$ cat src/logic/audio_settings.svh
`ifndef AUDIO_SETTINGS_SVH
`define AUDIO_SETTINGS_SVH

// sram word address width
`define AUD_ADDR_W 20

// one audio sample
`define AUD_SAMPLE_W 16

// samples per displayed time tick
// the board would use the sample rate here
`define AUD_SAMPLES_PER_TICK 8

// last writable sram address, recording stops after it
`define AUD_MAX_ADDR 63

// upper bound of the speed factor
`define AUD_MAX_SPEED 8

`endif

$ cat src/logic/audio_pkg.sv
`include "audio_settings.svh"

package audio_pkg;

	typedef logic [`AUD_SAMPLE_W-1:0] sample_t;
	typedef logic [`AUD_ADDR_W-1:0]   addr_t;
	typedef logic [3:0]               speed_t;
	typedef logic [5:0]               time_t;

	// top level mode machine
	typedef enum logic [2:0] {
		ST_STOP,
		ST_RECD,
		ST_RECD_PAUSE,
		ST_PLAY,
		ST_PLAY_PAUSE
	} ctrl_state_t;

	// speed factor as used by the datapath, 0 counts as 1
	function automatic speed_t speed_norm(input speed_t s);
		speed_t r;
		r = s;
		if (s == '0)
			r = speed_t'(1);
		else if (s > speed_t'(`AUD_MAX_SPEED))
			r = speed_t'(`AUD_MAX_SPEED);
		return r;
	endfunction

endpackage

$ cat src/logic/audio_dsp.sv
module audio_dsp (
	input  logic               i_clk,
	input  logic               i_rst_n,
	input  logic               i_en,
	input  logic               i_restart,
	input  audio_pkg::speed_t  i_speed,
	input  logic               i_fast,
	input  logic               i_slow_0,
	input  logic               i_slow_1,
	input  audio_pkg::addr_t   i_length,
	input  audio_pkg::sample_t i_rdata,
	input  logic               i_frame_done,
	output audio_pkg::addr_t   o_addr,
	output audio_pkg::sample_t o_sample,
	output logic               o_valid,
	output logic               o_done
);
	import audio_pkg::*;

	localparam int SW = $bits(sample_t);

	typedef enum logic [2:0] {
		D_IDLE,
		D_FETCH_A,
		D_FETCH_B,
		D_CALC,
		D_WAIT
	} dsp_state_t;

	dsp_state_t          state;
	addr_t               addr;
	addr_t               addr_b;
	addr_t               addr_next;
	speed_t              speed;
	speed_t              phase;
	speed_t              phase_next;
	logic                interp_mode;
	sample_t             word_a;
	sample_t             word_b;
	sample_t             sample;
	logic                loaded;
	logic                done;
	logic signed [SW:0]   diff;
	logic signed [SW+4:0] prod;
	logic signed [SW+4:0] quot;
	logic signed [SW+4:0] interp;

	// fast wins over repeat, repeat over interpolation
	assign interp_mode = i_slow_1 && !i_fast && !i_slow_0;
	assign addr_b      = addr + addr_t'(1);

	always_comb begin
		speed  = speed_norm(i_speed);
		// a + (b - a) * k / speed, truncating toward zero
		diff   = $signed({word_b[SW-1], word_b}) - $signed({word_a[SW-1], word_a});
		prod   = diff * $signed({1'b0, phase});
		quot   = prod / $signed({1'b0, speed});
		interp = $signed({{5{word_a[SW-1]}}, word_a}) + quot;

		addr_next  = addr_b;
		phase_next = '0;
		if (i_fast) begin
			addr_next = addr + addr_t'(speed);
		end else if (i_slow_0 || i_slow_1) begin
			// stay on this word until it was used speed times
			if (phase < speed - speed_t'(1)) begin
				addr_next  = addr;
				phase_next = phase + speed_t'(1);
			end
		end
	end

	always_ff @(posedge i_clk or negedge i_rst_n) begin
		if (!i_rst_n) begin
			state  <= D_IDLE;
			addr   <= '0;
			phase  <= '0;
			loaded <= 1'b0;
			done   <= 1'b0;
		end else begin
			done <= 1'b0;
			if (i_restart) begin
				state  <= D_FETCH_A;
				addr   <= '0;
				phase  <= '0;
				loaded <= 1'b0;
			end else begin
				case (state)
					D_IDLE: state <= D_IDLE;
					D_FETCH_A: begin
						if (addr >= i_length) begin
							state  <= D_IDLE;
							loaded <= 1'b0;
							done   <= 1'b1;
						end else begin
							state <= interp_mode ? D_FETCH_B : D_CALC;
						end
					end
					D_FETCH_B: state <= D_CALC;
					D_CALC: begin
						state  <= D_WAIT;
						loaded <= 1'b1;
					end
					// hold the sample until the player has sent it
					D_WAIT: begin
						if (i_en && i_frame_done) begin
							addr  <= addr_next;
							phase <= phase_next;
							state <= D_FETCH_A;
						end
					end
					default: state <= D_IDLE;
				endcase
			end
		end
	end

	always_ff @(posedge i_clk) begin
		if (state == D_FETCH_A)
			word_a <= i_rdata;
		// past the end the last word is its own neighbour
		if (state == D_FETCH_B)
			word_b <= (addr_b < i_length) ? i_rdata : word_a;
		if (state == D_CALC)
			sample <= interp_mode ? interp[SW-1:0] : word_a;
	end

	assign o_addr   = (state == D_FETCH_B) ? addr_b : addr;
	assign o_sample = sample;
	assign o_valid  = loaded && i_en;
	assign o_done   = done;

endmodule

$ cat src/logic/audio_player.sv
module audio_player (
	input  logic               i_clk,
	input  logic               i_rst_n,
	input  logic               i_en,
	input  logic               i_bclk,
	input  logic               i_daclrck,
	input  audio_pkg::sample_t i_sample,
	output logic               o_dacdat,
	output logic               o_frame_done
);
	import audio_pkg::*;

	localparam int SW    = $bits(sample_t);
	localparam int CNT_W = $clog2(SW);

	typedef enum logic [1:0] {
		P_IDLE,
		P_SKIP,
		P_SHIFT
	} play_state_t;

	play_state_t      state;
	logic [1:0]       sync_meta;
	logic [1:0]       sync_q;
	logic             bclk_prev;
	logic             lrck_prev;
	logic             bclk_fall;
	logic             lrck_fall;
	logic [CNT_W-1:0] bit_cnt;
	sample_t          shift;
	logic             dacdat;
	logic             frame_done;

	always_ff @(posedge i_clk or negedge i_rst_n) begin
		if (!i_rst_n) begin
			sync_meta <= '0;
			sync_q    <= '0;
			bclk_prev <= 1'b0;
			lrck_prev <= 1'b0;
		end else begin
			sync_meta <= {i_daclrck, i_bclk};
			sync_q    <= sync_meta;
			bclk_prev <= sync_q[0];
			lrck_prev <= sync_q[1];
		end
	end

	assign bclk_fall = ~sync_q[0] & bclk_prev;
	assign lrck_fall = ~sync_q[1] & lrck_prev;

	always_ff @(posedge i_clk or negedge i_rst_n) begin
		if (!i_rst_n) begin
			state      <= P_IDLE;
			bit_cnt    <= '0;
			dacdat     <= 1'b0;
			frame_done <= 1'b0;
		end else begin
			frame_done <= 1'b0;
			if (!i_en) begin
				state  <= P_IDLE;
				dacdat <= 1'b0;
			end else begin
				case (state)
					// right channel slot is silent
					P_IDLE: begin
						if (bclk_fall)
							dacdat <= 1'b0;
						if (lrck_fall) begin
							bit_cnt <= '0;
							// a bclk fall together with lrck is the skipped one
							state   <= bclk_fall ? P_SHIFT : P_SKIP;
						end
					end
					P_SKIP: begin
						if (bclk_fall)
							state <= P_SHIFT;
					end
					P_SHIFT: begin
						if (bclk_fall) begin
							dacdat  <= shift[SW-1];
							bit_cnt <= bit_cnt + 1'b1;
							if (bit_cnt == CNT_W'(SW - 1)) begin
								state      <= P_IDLE;
								frame_done <= 1'b1;
							end
						end
					end
					default: state <= P_IDLE;
				endcase
			end
		end
	end

	always_ff @(posedge i_clk) begin
		if (state == P_IDLE && lrck_fall)
			shift <= i_sample;
		else if (state == P_SHIFT && bclk_fall)
			shift <= shift << 1;
	end

	assign o_dacdat     = dacdat;
	assign o_frame_done = frame_done;

endmodule

$ cat src/logic/audio_recorder.sv
`include "audio_settings.svh"

module audio_recorder (
	input  logic               i_clk,
	input  logic               i_rst_n,
	input  logic               i_en,
	input  logic               i_clear,
	input  logic               i_bclk,
	input  logic               i_adclrck,
	input  logic               i_adcdat,
	output audio_pkg::addr_t   o_addr,
	output audio_pkg::sample_t o_wdata,
	output logic               o_we,
	output logic               o_full
);
	import audio_pkg::*;

	localparam int SW    = $bits(sample_t);
	localparam int CNT_W = $clog2(SW);

	typedef enum logic [1:0] {
		R_IDLE,
		R_SKIP,
		R_SHIFT,
		R_WRITE
	} rec_state_t;

	rec_state_t       state;
	// bit 0 bclk, bit 1 lrck, bit 2 data
	logic [2:0]       sync_meta;
	logic [2:0]       sync_q;
	logic             bclk_prev;
	logic             lrck_prev;
	logic             bclk_rise;
	logic             lrck_fall;
	logic [CNT_W-1:0] bit_cnt;
	addr_t            addr;
	sample_t          shift;
	logic             full;

	always_ff @(posedge i_clk or negedge i_rst_n) begin
		if (!i_rst_n) begin
			sync_meta <= '0;
			sync_q    <= '0;
			bclk_prev <= 1'b0;
			lrck_prev <= 1'b0;
		end else begin
			sync_meta <= {i_adcdat, i_adclrck, i_bclk};
			sync_q    <= sync_meta;
			bclk_prev <= sync_q[0];
			lrck_prev <= sync_q[1];
		end
	end

	assign bclk_rise = sync_q[0] & ~bclk_prev;
	assign lrck_fall = ~sync_q[1] & lrck_prev;

	always_ff @(posedge i_clk or negedge i_rst_n) begin
		if (!i_rst_n) begin
			state   <= R_IDLE;
			bit_cnt <= '0;
			addr    <= '0;
			full    <= 1'b0;
		end else if (i_clear) begin
			state   <= R_IDLE;
			bit_cnt <= '0;
			addr    <= '0;
			full    <= 1'b0;
		end else if (!i_en) begin
			// a half captured word is dropped
			state <= R_IDLE;
		end else begin
			case (state)
				R_IDLE: begin
					if (lrck_fall && !full)
						state <= R_SKIP;
				end
				// i2s delay bit
				R_SKIP: begin
					if (bclk_rise) begin
						state   <= R_SHIFT;
						bit_cnt <= '0;
					end
				end
				R_SHIFT: begin
					if (bclk_rise) begin
						bit_cnt <= bit_cnt + 1'b1;
						if (bit_cnt == CNT_W'(SW - 1))
							state <= R_WRITE;
					end
				end
				R_WRITE: begin
					state <= R_IDLE;
					addr  <= addr + 1'b1;
					if (addr == addr_t'(`AUD_MAX_ADDR))
						full <= 1'b1;
				end
				default: state <= R_IDLE;
			endcase
		end
	end

	// msb first
	always_ff @(posedge i_clk) begin
		if (state == R_SHIFT && bclk_rise)
			shift <= {shift[SW-2:0], sync_q[2]};
	end

	assign o_we    = (state == R_WRITE) && i_en;
	assign o_addr  = addr;
	assign o_wdata = shift;
	assign o_full  = full;

endmodule

$ cat src/logic/audio_top.sv
module audio_top (
	input  logic                   i_clk,
	input  logic                   i_rst_n,
	input  logic                   i_key_0,
	input  logic                   i_key_1,
	input  logic                   i_key_2,
	input  audio_pkg::speed_t      i_speed,
	input  logic                   i_fast,
	input  logic                   i_slow_0,
	input  logic                   i_slow_1,
	input  logic                   i_aud_bclk,
	input  logic                   i_aud_adclrck,
	input  logic                   i_aud_adcdat,
	input  logic                   i_aud_daclrck,
	input  audio_pkg::sample_t     i_sram_rdata,
	output logic                   o_aud_dacdat,
	output audio_pkg::addr_t       o_sram_addr,
	output audio_pkg::sample_t     o_sram_wdata,
	output logic                   o_sram_we_n,
	output audio_pkg::ctrl_state_t o_state,
	output audio_pkg::time_t       o_record_time,
	output audio_pkg::time_t       o_play_time
);
	import audio_pkg::*;

	logic    rec_en;
	logic    rec_clear;
	logic    rec_we;
	logic    rec_full;
	addr_t   rec_addr;
	logic    play_en;
	logic    play_restart;
	addr_t   dsp_addr;
	logic    dsp_done;
	sample_t dac_sample;
	logic    dac_valid;
	logic    frame_done;

	// key 0 record, key 1 play, key 2 stop
	recorder_control recorder_control_inst (
		.i_clk          (i_clk),
		.i_rst_n        (i_rst_n),
		.i_key_rec      (i_key_0),
		.i_key_play     (i_key_1),
		.i_key_stop     (i_key_2),
		.i_speed        (i_speed),
		.i_rec_full     (rec_full),
		.i_dsp_done     (dsp_done),
		.i_rec_addr     (rec_addr),
		.i_dsp_addr     (dsp_addr),
		.i_rec_we       (rec_we),
		.i_rec_tick     (rec_we),
		.i_play_tick    (frame_done),
		.o_rec_en       (rec_en),
		.o_rec_clear    (rec_clear),
		.o_play_en      (play_en),
		.o_play_restart (play_restart),
		.o_sram_addr    (o_sram_addr),
		.o_sram_we_n    (o_sram_we_n),
		.o_state        (o_state),
		.o_record_time  (o_record_time),
		.o_play_time    (o_play_time)
	);

	audio_recorder audio_recorder_inst (
		.i_clk     (i_clk),
		.i_rst_n   (i_rst_n),
		.i_en      (rec_en),
		.i_clear   (rec_clear),
		.i_bclk    (i_aud_bclk),
		.i_adclrck (i_aud_adclrck),
		.i_adcdat  (i_aud_adcdat),
		.o_addr    (rec_addr),
		.o_wdata   (o_sram_wdata),
		.o_we      (rec_we),
		.o_full    (rec_full)
	);

	// recorded length is the recorder's next write address
	audio_dsp audio_dsp_inst (
		.i_clk        (i_clk),
		.i_rst_n      (i_rst_n),
		.i_en         (play_en),
		.i_restart    (play_restart),
		.i_speed      (i_speed),
		.i_fast       (i_fast),
		.i_slow_0     (i_slow_0),
		.i_slow_1     (i_slow_1),
		.i_length     (rec_addr),
		.i_rdata      (i_sram_rdata),
		.i_frame_done (frame_done),
		.o_addr       (dsp_addr),
		.o_sample     (dac_sample),
		.o_valid      (dac_valid),
		.o_done       (dsp_done)
	);

	audio_player audio_player_inst (
		.i_clk        (i_clk),
		.i_rst_n      (i_rst_n),
		.i_en         (dac_valid),
		.i_bclk       (i_aud_bclk),
		.i_daclrck    (i_aud_daclrck),
		.i_sample     (dac_sample),
		.o_dacdat     (o_aud_dacdat),
		.o_frame_done (frame_done)
	);

endmodule

$ cat src/logic/recorder_control.sv
`include "audio_settings.svh"

module recorder_control (
	input  logic                   i_clk,
	input  logic                   i_rst_n,
	input  logic                   i_key_rec,
	input  logic                   i_key_play,
	input  logic                   i_key_stop,
	input  audio_pkg::speed_t      i_speed,
	input  logic                   i_rec_full,
	input  logic                   i_dsp_done,
	input  audio_pkg::addr_t       i_rec_addr,
	input  audio_pkg::addr_t       i_dsp_addr,
	input  logic                   i_rec_we,
	input  logic                   i_rec_tick,
	input  logic                   i_play_tick,
	output logic                   o_rec_en,
	output logic                   o_rec_clear,
	output logic                   o_play_en,
	output logic                   o_play_restart,
	output audio_pkg::addr_t       o_sram_addr,
	output logic                   o_sram_we_n,
	output audio_pkg::ctrl_state_t o_state,
	output audio_pkg::time_t       o_record_time,
	output audio_pkg::time_t       o_play_time
);
	import audio_pkg::*;

	localparam int TICK_N = `AUD_SAMPLES_PER_TICK;
	localparam int TICK_W = $clog2(TICK_N + 1);

	ctrl_state_t       state;
	ctrl_state_t       state_nxt;
	// key order is rec, play, stop
	logic [2:0]        key_meta;
	logic [2:0]        key_sync;
	logic [2:0]        key_prev;
	logic [2:0]        key_hit;
	logic              new_rec;
	logic              new_play;
	logic              rec_clear;
	logic              play_restart;
	logic [TICK_W-1:0] rec_cnt;
	logic [TICK_W-1:0] play_cnt;
	time_t             record_time;
	time_t             play_time;

	always_ff @(posedge i_clk or negedge i_rst_n) begin
		if (!i_rst_n) begin
			key_meta <= '0;
			key_sync <= '0;
			key_prev <= '0;
			key_hit  <= '0;
		end else begin
			key_meta <= {i_key_stop, i_key_play, i_key_rec};
			key_sync <= key_meta;
			key_prev <= key_sync;
			key_hit  <= key_sync & ~key_prev;
		end
	end

	always_comb begin
		state_nxt = state;
		new_rec   = 1'b0;
		new_play  = 1'b0;
		case (state)
			ST_STOP: begin
				if (key_hit[0]) begin
					state_nxt = ST_RECD;
					new_rec   = 1'b1;
				end else if (key_hit[1]) begin
					state_nxt = ST_PLAY;
					new_play  = 1'b1;
				end
			end
			// full is stale while the clear is still in flight
			ST_RECD: begin
				if (i_rec_full && !rec_clear)
					state_nxt = ST_STOP;
				else if (key_hit[0])
					state_nxt = ST_RECD_PAUSE;
			end
			ST_RECD_PAUSE: begin
				if (key_hit[0])
					state_nxt = ST_RECD;
				else if (key_hit[2])
					state_nxt = ST_STOP;
			end
			ST_PLAY: begin
				if (i_dsp_done)
					state_nxt = ST_STOP;
				else if (key_hit[1])
					state_nxt = ST_PLAY_PAUSE;
			end
			// last word may finish just as pause is taken
			ST_PLAY_PAUSE: begin
				if (i_dsp_done || key_hit[2])
					state_nxt = ST_STOP;
				else if (key_hit[1])
					state_nxt = ST_PLAY;
			end
			default: state_nxt = ST_STOP;
		endcase
	end

	always_ff @(posedge i_clk or negedge i_rst_n) begin
		if (!i_rst_n) begin
			state        <= ST_STOP;
			rec_clear    <= 1'b0;
			play_restart <= 1'b0;
		end else begin
			state        <= state_nxt;
			rec_clear    <= new_rec;
			play_restart <= new_play;
		end
	end

	// time display counters
	always_ff @(posedge i_clk or negedge i_rst_n) begin
		if (!i_rst_n) begin
			rec_cnt     <= '0;
			record_time <= '0;
			play_cnt    <= '0;
			play_time   <= '0;
		end else begin
			if (new_rec) begin
				rec_cnt     <= '0;
				record_time <= '0;
			end else if (state == ST_RECD && i_rec_tick) begin
				if (rec_cnt == TICK_W'(TICK_N - 1)) begin
					rec_cnt     <= '0;
					record_time <= record_time + time_t'(1);
				end else begin
					rec_cnt <= rec_cnt + 1'b1;
				end
			end

			if (new_play) begin
				play_cnt  <= '0;
				play_time <= '0;
			end else if (state == ST_PLAY && i_play_tick) begin
				if (play_cnt == TICK_W'(TICK_N - 1)) begin
					play_cnt  <= '0;
					play_time <= play_time + time_t'(speed_norm(i_speed));
				end else begin
					play_cnt <= play_cnt + 1'b1;
				end
			end
		end
	end

	// recorder owns the sram only while recording
	assign o_sram_addr    = (state == ST_RECD) ? i_rec_addr : i_dsp_addr;
	assign o_sram_we_n    = ~((state == ST_RECD) && i_rec_we);

	assign o_rec_en       = (state == ST_RECD);
	assign o_play_en      = (state == ST_PLAY);
	assign o_rec_clear    = rec_clear;
	assign o_play_restart = play_restart;
	assign o_state        = state;
	assign o_record_time  = record_time;
	assign o_play_time    = play_time;

endmodule

$ cat config.mk
export PLATFORM = sky130hd
export DESIGN_NAME = audio_top
export DESIGN_NICKNAME = d
export VERILOG_FILES = /design/src/logic/audio_pkg.sv /design/src/logic/audio_dsp.sv /design/src/logic/audio_player.sv /design/src/logic/audio_recorder.sv /design/src/logic/audio_top.sv /design/src/logic/recorder_control.sv
export VERILOG_INCLUDE_DIRS = /design/src /design/src/logic
export SDC_FILE = /design/constraint.sdc
export NUM_CORES = 1
export LEC_CHECK = 0
export ABC_AREA = 0
export BUFFER_PORTS_ARGS = -buffer_cell sky130_fd_sc_hd__buf_4
export CORE_ASPECT_RATIO = 1.75
export CORE_MARGIN = 2
export CORE_UTILIZATION = 35
export CTS_CLUSTER_DIAMETER = 80
export DETAILED_ROUTE_END_ITERATION = 8
export PLACE_DENSITY = 0.58
export SLEW_MARGIN = 0
export SYNTH_ARGS = -nofsm -noshare
export SYNTH_HDL_FRONTEND = slang
export SYNTH_SLANG_ARGS = --single-unit
$ cat constraint.sdc
create_clock -name i_clk -period 56.9 [get_ports i_clk]
set_clock_uncertainty 0.15 [all_clocks]
set_input_delay 2.845 -clock i_clk [delete_from_list [all_inputs] [get_ports i_clk]]
set_output_delay 2.845 -clock i_clk [all_outputs]
set_load 0.03 [all_outputs]
==> metrics.cfg, run 1 <==
[route]
dr.pass1.iters = 6
routed_wl_mm = 68.4
ant_nets = 0
wire_per_inst_um = 18.6
viasPerCell = 5.64
drc = 0
vias = 20800
initialDrtViolationCount = 963

[grt]
grt_pass1_wl_mm = 109
grt_pass1_vias = 20700
grt_start_max_net_pins = 70
grt_overflow = 0
grt_use_total_pct = 20.2
antenna_found_initial = 3

[synth]
synthDistinctLibCells = 125
synth_top_cell_by_area = dfrtp_1
synth-edff-count = 80
synth_top_area_share_pct = 12.2
synthArstFlopShare_pct = 58.3
synth_nets = 3093
syn-cell-area_um2 = 22900
ys_top_cells_by_area = dfrtp_1, ha_1, edfxtp_1
syn-instance-count = 2807
avgSynthCellArea_um2 = 8.16
yosys_warnings = 0
synth_flop_cell = dfrtp_1
yosys_register_bits = 192
yosysSeqAreaShare_pct = 22.7

[worst_hold_path]
min_path_type = reg -> reg

[sta]
fin_crit_sh_pct = 91.5
slew_viol_final = 0
finalSetupTns_ns = 0
worst_hold_slack_ns = 0.195
finalHoldViolations = 0
fin_ws_ns = 4.86
worstMarginPinSlew_ns = 0.985
max_freq_mhz = 19.2
period_needed_ns = 52.04
finalSetupViolCount = 0
rsz0062_at_grt = no
slew_headroom_pct = 33.6

[critical_path]
r2r_slack_ns = 4.86
cp.arrival_ns = 52.15
critPathRequiredTime_ns = 57.01
cp_common_cell = a21oi_1
slowest_delay_ns = 0.54
cp-end-kind = flip-flop
slowest_stage = fa_1
cp_max_fo = 14
critPathKind = reg -> reg
crit_path_start_kind = flip-flop

[placement]
place_area_um2 = 24400
post-place-ws_ns = 2.88
gp_congestion = 0.918
io_buffers = 84
hpwl_mm = 55.9

[layout]
nFillCells = 6654
syn2layout_area_growth_pct = 10.2
drive_gt1_share_pct = 10.4
num_antenna_cells = 0
nNetsFinal = 3149
stdcell_area_um2 = 25300

[die]
chipWidth_um = 197
dieArea_um2 = 67600
core_area_um2 = 65000
rows = 124
io_pins = 85
die_height_um = 342
start_util_pct = 35.2

[clock_network]
clock_latency_ns = 0.51
htree_levels = 4
clock-sinks = 192
postCtsHoldBufs = 0
clock_path_buffers = 3
path_clk_slew_ns = 0.07
clockRootBuffer = clkbuf_16
cts_buffers = 25
cts_tree = yes

[job]
cap_violations = 0

[run_status]
outcome = completed

routing by layer:
metal | track usage (%) | vias up | part of all wire, %
met2 | 41.1 | 406 | 56
li1 | - | 10300 | -
met4 | 10.1 | 2 | 4.8
met1 | 20.0 | 9910 | 37
met5 | 0 | - | 0.013
met3 | 1.60 | 156 | 2.5
cells by family (layout without fill, tap and decap cells):
group / count (synthesis) / count (layout) / share of synthesized area, %
buf+inv: 241 / 302 / 4.16
fa+ha+maj: 256 / 256 / 15.2
xor+xnor: 201 / 201 / 7.72
compound gates: 749 / 749 / 22.1
flops: 192 / 192 / 22.7
mux: 76 / 76 / 3.62
simple gates: 1091 / 1091 / 24.5
other cells: 1 / 1 / 0.0164
worst paths after layout:
path	startpoint	end	depth (start not counted)
max in group asynchronous	i_rst_n	audio_player_inst.bit_cnt[2]	2
worst min-delay path	audio_player_inst.sync_meta[1]	audio_player_inst.sync_q[1]	0
min in group asynchronous	i_rst_n	audio_dsp_inst.addr[0]	1
worst max-delay path	audio_dsp_inst.word_a[1]	audio_dsp_inst.o_sample[15]	243
worst max register to register	audio_dsp_inst.word_a[1]	audio_dsp_inst.o_sample[15]	243
worst min register to register	audio_player_inst.sync_meta[1]	audio_player_inst.sync_q[1]	0
area by class of cell:
type	count	area, um2	area share [%]
flip-flops and latches	192	5200	20.6
clock inverters	4	51.3	0.203
well taps	819	1020	4.06
clock buffers	28	657	2.60
inverters	153	574	2.27
repair buffers	117	891	3.53
multi-input cells	2374	16800	66.7
placed cells by master, fill, tap and decap left out, types with 23 or more instances in the layout:
master       n
xnor2_1    127
buf_4      116
xor2_1      73
fa_1        38
nor3_1     103
inv_1      149
nand2b_1    58
nand3_1     72
a21o_1      46
ha_1       216
o21ai_0    180
and3_1      27
nor2b_1     51
mux2i_1     28
mux2_2      44
o31ai_1     32
o21a_1      49
a31oi_1     39
and2_1      69
dfrtp_1    112
clkbuf_16   25
a21oi_1    147
edfxtp_1    80
nand4_1     44
nand2_1    254
nor2_1     257
o211ai_1    23
sequential cells by signal, indices dropped and copies added (netlist names), 16 cells and up:
register / flops
audio_dsp_inst.addr: 20
audio_dsp_inst.o_sample: 16
audio_dsp_inst.word_a: 16
audio_dsp_inst.word_b: 16
audio_player_inst.shift: 16
audio_recorder_inst.o_addr: 20
audio_recorder_inst.o_wdata: 16
critical path: cells and delay by family (launching register included):
family	cells	cell delay [ns]
compound gates	120	24.18
simple gates	74	14.36
fa+ha+maj	28	8.50
mux	7	1.87
buf+inv	11	1.53
flops	1	0.51
xor+xnor	3	0.51
through the flow:
stage          util, %  cells
4_1_cts           38.6   3682
3_3_place_gp      37.6   3650
5_1_grt           38.8   3687
6_report          38.8   3687
2_1_floorplan        -   2807
3_5_place_dp      37.6   3650
cells in the mapped netlist, types with 7 or more instances:
cell type,count
a211o_1,8
a21oi_1,154
nand4_1,44
o22ai_1,13
mux2_2,44
nor4_1,22
o211ai_1,23
a41oi_1,7
a31oi_1,39
edfxtp_1,80
clkbuf_1,67
and2_1,69
o21a_1,49
nand2_1,254
a21o_1,46
inv_1,149
mux2i_1,29
buf_2,14
o31a_1,10
nor3b_1,11
a22oi_1,7
nor2_1,260
a21boi_1,7
o21ai_1,15
nor2b_1,51
nand3_1,74
dfrtp_1,112
o21ai_0,180
o2111ai_1,7
nand2b_1,58
ha_1,216
xor2_1,73
or3_1,22
or2_2,22
o211a_1,10
a211oi_1,21
xnor2_1,127
fa_1,38
o31ai_1,32
nor3_1,105
and3_1,27
o21bai_1,17
timing repair:
| item | CTS | global route |
|---|---|---|
| endpoints found under the setup margin | 0 | 13 |
| resized for setup | 0 | 17 |
| buffers inserted | 0 | 5 |
Power of run 1 is left out: the tool's default activity adds up to more than one toggle a clock period on the data nets, which glitch-free logic cannot reach.
==> run 2, diff against run 1 <==
--- a/config.mk
+++ b/config.mk
@@ -10,10 +10,10 @@
 export BUFFER_PORTS_ARGS = -buffer_cell sky130_fd_sc_hd__buf_4
 export CORE_ASPECT_RATIO = 1.75
 export CORE_MARGIN = 2
-export CORE_UTILIZATION = 35
+export CORE_UTILIZATION = 25
 export CTS_CLUSTER_DIAMETER = 80
 export DETAILED_ROUTE_END_ITERATION = 8
-export PLACE_DENSITY = 0.58
+export PLACE_DENSITY = 0.47
 export SLEW_MARGIN = 0
 export SYNTH_ARGS = -nofsm -noshare
 export SYNTH_HDL_FRONTEND = slang
==> run 2 against run 1 <==
Critical path depth is 5 higher. Wire length is 11% higher. Utilization fell by 11 points. Design area rose by 1.5%. Flip-flop and latch count unchanged. Clock-buffer cell count shrank 11.
==> metrics.cfg, run 2 (synthesis results as in run 1) <==
[sta]
worstMarginPinSlew_ns = 1.11  ; +0.129 ns
rsz0062_at_grt = no
finalHoldViolations = 0  ; unchanged
slew_headroom_pct = 25.5  ; -8.1 points
finalSetupViolCount = 0  ; unchanged
slew_viol_final = 0  ; unchanged
period_needed_ns = 51.73  ; -0.310 ns
finalSetupTns_ns = 0  ; unchanged
max_freq_mhz = 19.3  ; +0.60%
fin_crit_sh_pct = 90.9  ; -0.54 points
fin_ws_ns = 5.17  ; +0.310 ns

[route]
initialDrtViolationCount = 1043  ; +8.3%
routed_wl_mm = 75.7  ; +11%
dr.pass1.iters = 5  ; -1
ant_nets = 0  ; unchanged
wire_per_inst_um = 18.7  ; +0.78%
viasPerCell = 5.16  ; -8.5%
vias = 20900  ; +0.47%
drc = 0  ; unchanged

[layout]
nNetsFinal = 3139  ; -0.32%
drive_gt1_share_pct = 10.6  ; +0.22 points
nFillCells = 9879  ; +48%
layout_commonest_cell = nor2_1
multiInputGateArea_um2 = 16900  ; +0.28%
layout_common_cells = nor2_1, nand2_1, ha_1
num_antenna_cells = 0  ; unchanged
syn2layout_area_growth_pct = 11.9
ff_latch_area_um2 = 5200  ; unchanged

[critical_path]
critPathKind = reg -> reg
critPathBufInv = 10  ; -1
crit_family = compound AO/OA/AOI/OAI gates
slowest_stage = or4_1
crit_path_start_kind = flip-flop
cp_common_cell = a21oi_1
cp_max_fo = 13  ; -1
critPathRequiredTime_ns = 56.97  ; -0.04 ns
cp.arrival_ns = 51.79  ; -0.36 ns
slowest_delay_ns = 0.54  ; about the same
cp-end-kind = flip-flop

[die]
chipWidth_um = 233  ; +18%
dieArea_um2 = 94200  ; +39%
core_area_um2 = 90600  ; +39%
die_height_um = 404  ; +18%
start_util_pct = 25.3  ; -10 points
rows = 146  ; +18%
io_pins = 85  ; unchanged

[placement]
io_buffers = 84  ; unchanged
hpwl_mm = 62.3  ; +11%
post-place-ws_ns = 1.25  ; -1.63 ns
gp_congestion = 0.871  ; -5.1%

[clock_network]
cts_tree = yes
clock-sinks = 192  ; unchanged
postCtsHoldBufs = 0  ; unchanged
htree_levels = 4  ; unchanged
clockRootBuffer = clkbuf_16
clock_latency_ns = 0.47  ; -0.04 ns
cts_buffers = 17  ; -32%
clock_path_buffers = 2  ; -1
path_clk_slew_ns = 0.10  ; +0.03 ns

[grt]
antenna_found_initial = 1  ; -2
grt_use_total_pct = 16.0  ; -4.2 points
grt_overflow = 0  ; unchanged
grt_start_max_net_pins = 65  ; -7.1%
grt_pass1_vias = 21300  ; +2.9%
grt_pass1_wl_mm = 119  ; +8.6%

[worst_hold_path]
min_path_type = reg -> reg

[run_status]
outcome = completed

[job]
cap_violations = 0  ; unchanged

==> run 2: cell count changes in the layout (fill, tap and decap cells not counted), moves of 2 or more <==
| cell | delta |
|---|---|
| nor2_4 | +2 |
| clkinv_8 | +4 |
| clkbuf_8 | -2 |
| inv_8 | +5 |
| buf_4 | -2 |
| a21oi_1 | -3 |
| inv_6 | +2 |
| clkbuf_16 | -8 |
| a21oi_2 | +3 |
==> run 2: metal layers <==
metal,track usage (%),vias up,wire (um)
met3,1.41,149,1610
li1,-,10300,-
met2,32.8,375,43200
met1,16.0,10100,27900
met5,0,-,12
met4,6.69,2,3020
==> run 2: path summary, 6_finish.rpt <==
| kind | endpoint | from | depth (start not counted) | slack [ns] |
|---|---|---|---|---|
| worst max-delay path | audio_dsp_inst.o_sample[15] | audio_dsp_inst.word_a[1] | 248 | 5.17 |
| worst min-delay path | audio_player_inst.sync_q[1] | audio_player_inst.sync_meta[1] | 0 | 0.20 |
| worst max register to register | audio_dsp_inst.o_sample[15] | audio_dsp_inst.word_a[1] | 248 | 5.17 |
| worst min register to register | audio_player_inst.sync_q[1] | audio_player_inst.sync_meta[1] | 0 | 0.20 |
| max in group asynchronous | recorder_control_inst.key_prev[1] | i_rst_n | 2 | 52.96 |
| min in group asynchronous | audio_dsp_inst.addr[18] | i_rst_n | 1 | 2.28 |
==> run 2: layout make-up <==
class                      instances  area share [%]
multi-input combinational       2374            65.9
clock buffer                      17            1.66
timing repair buffer             115            3.42
inverter                         153            2.24
sequential                       192            20.3
clock inverter                    15           0.683
tap                             1184            5.78
==> run 2: what timing repair did <==
item,in CTS,in global routing
endpoints found under the setup margin,0,16
buffers inserted,0,10
gates resized for setup,0,25
==> run 2: metrics by stage <==
step | cells | util (%) | cell area, um2 | hold WS [ns]
6_report | 4050 | 28.3 | 25600 | 0.202
5_1_grt | 4050 | 28.3 | 25600 | 0.214
4_1_cts | 4040 | 28.1 | 25400 | 0.206
3_5_place_dp | 4008 | 27.4 | 24800 | 0.185
3_3_place_gp | 4008 | 27.4 | 24800 | 0.185
2_1_floorplan | 2807 | - | 22900 | 0.181
Power of run 2 is left out for the same reason.
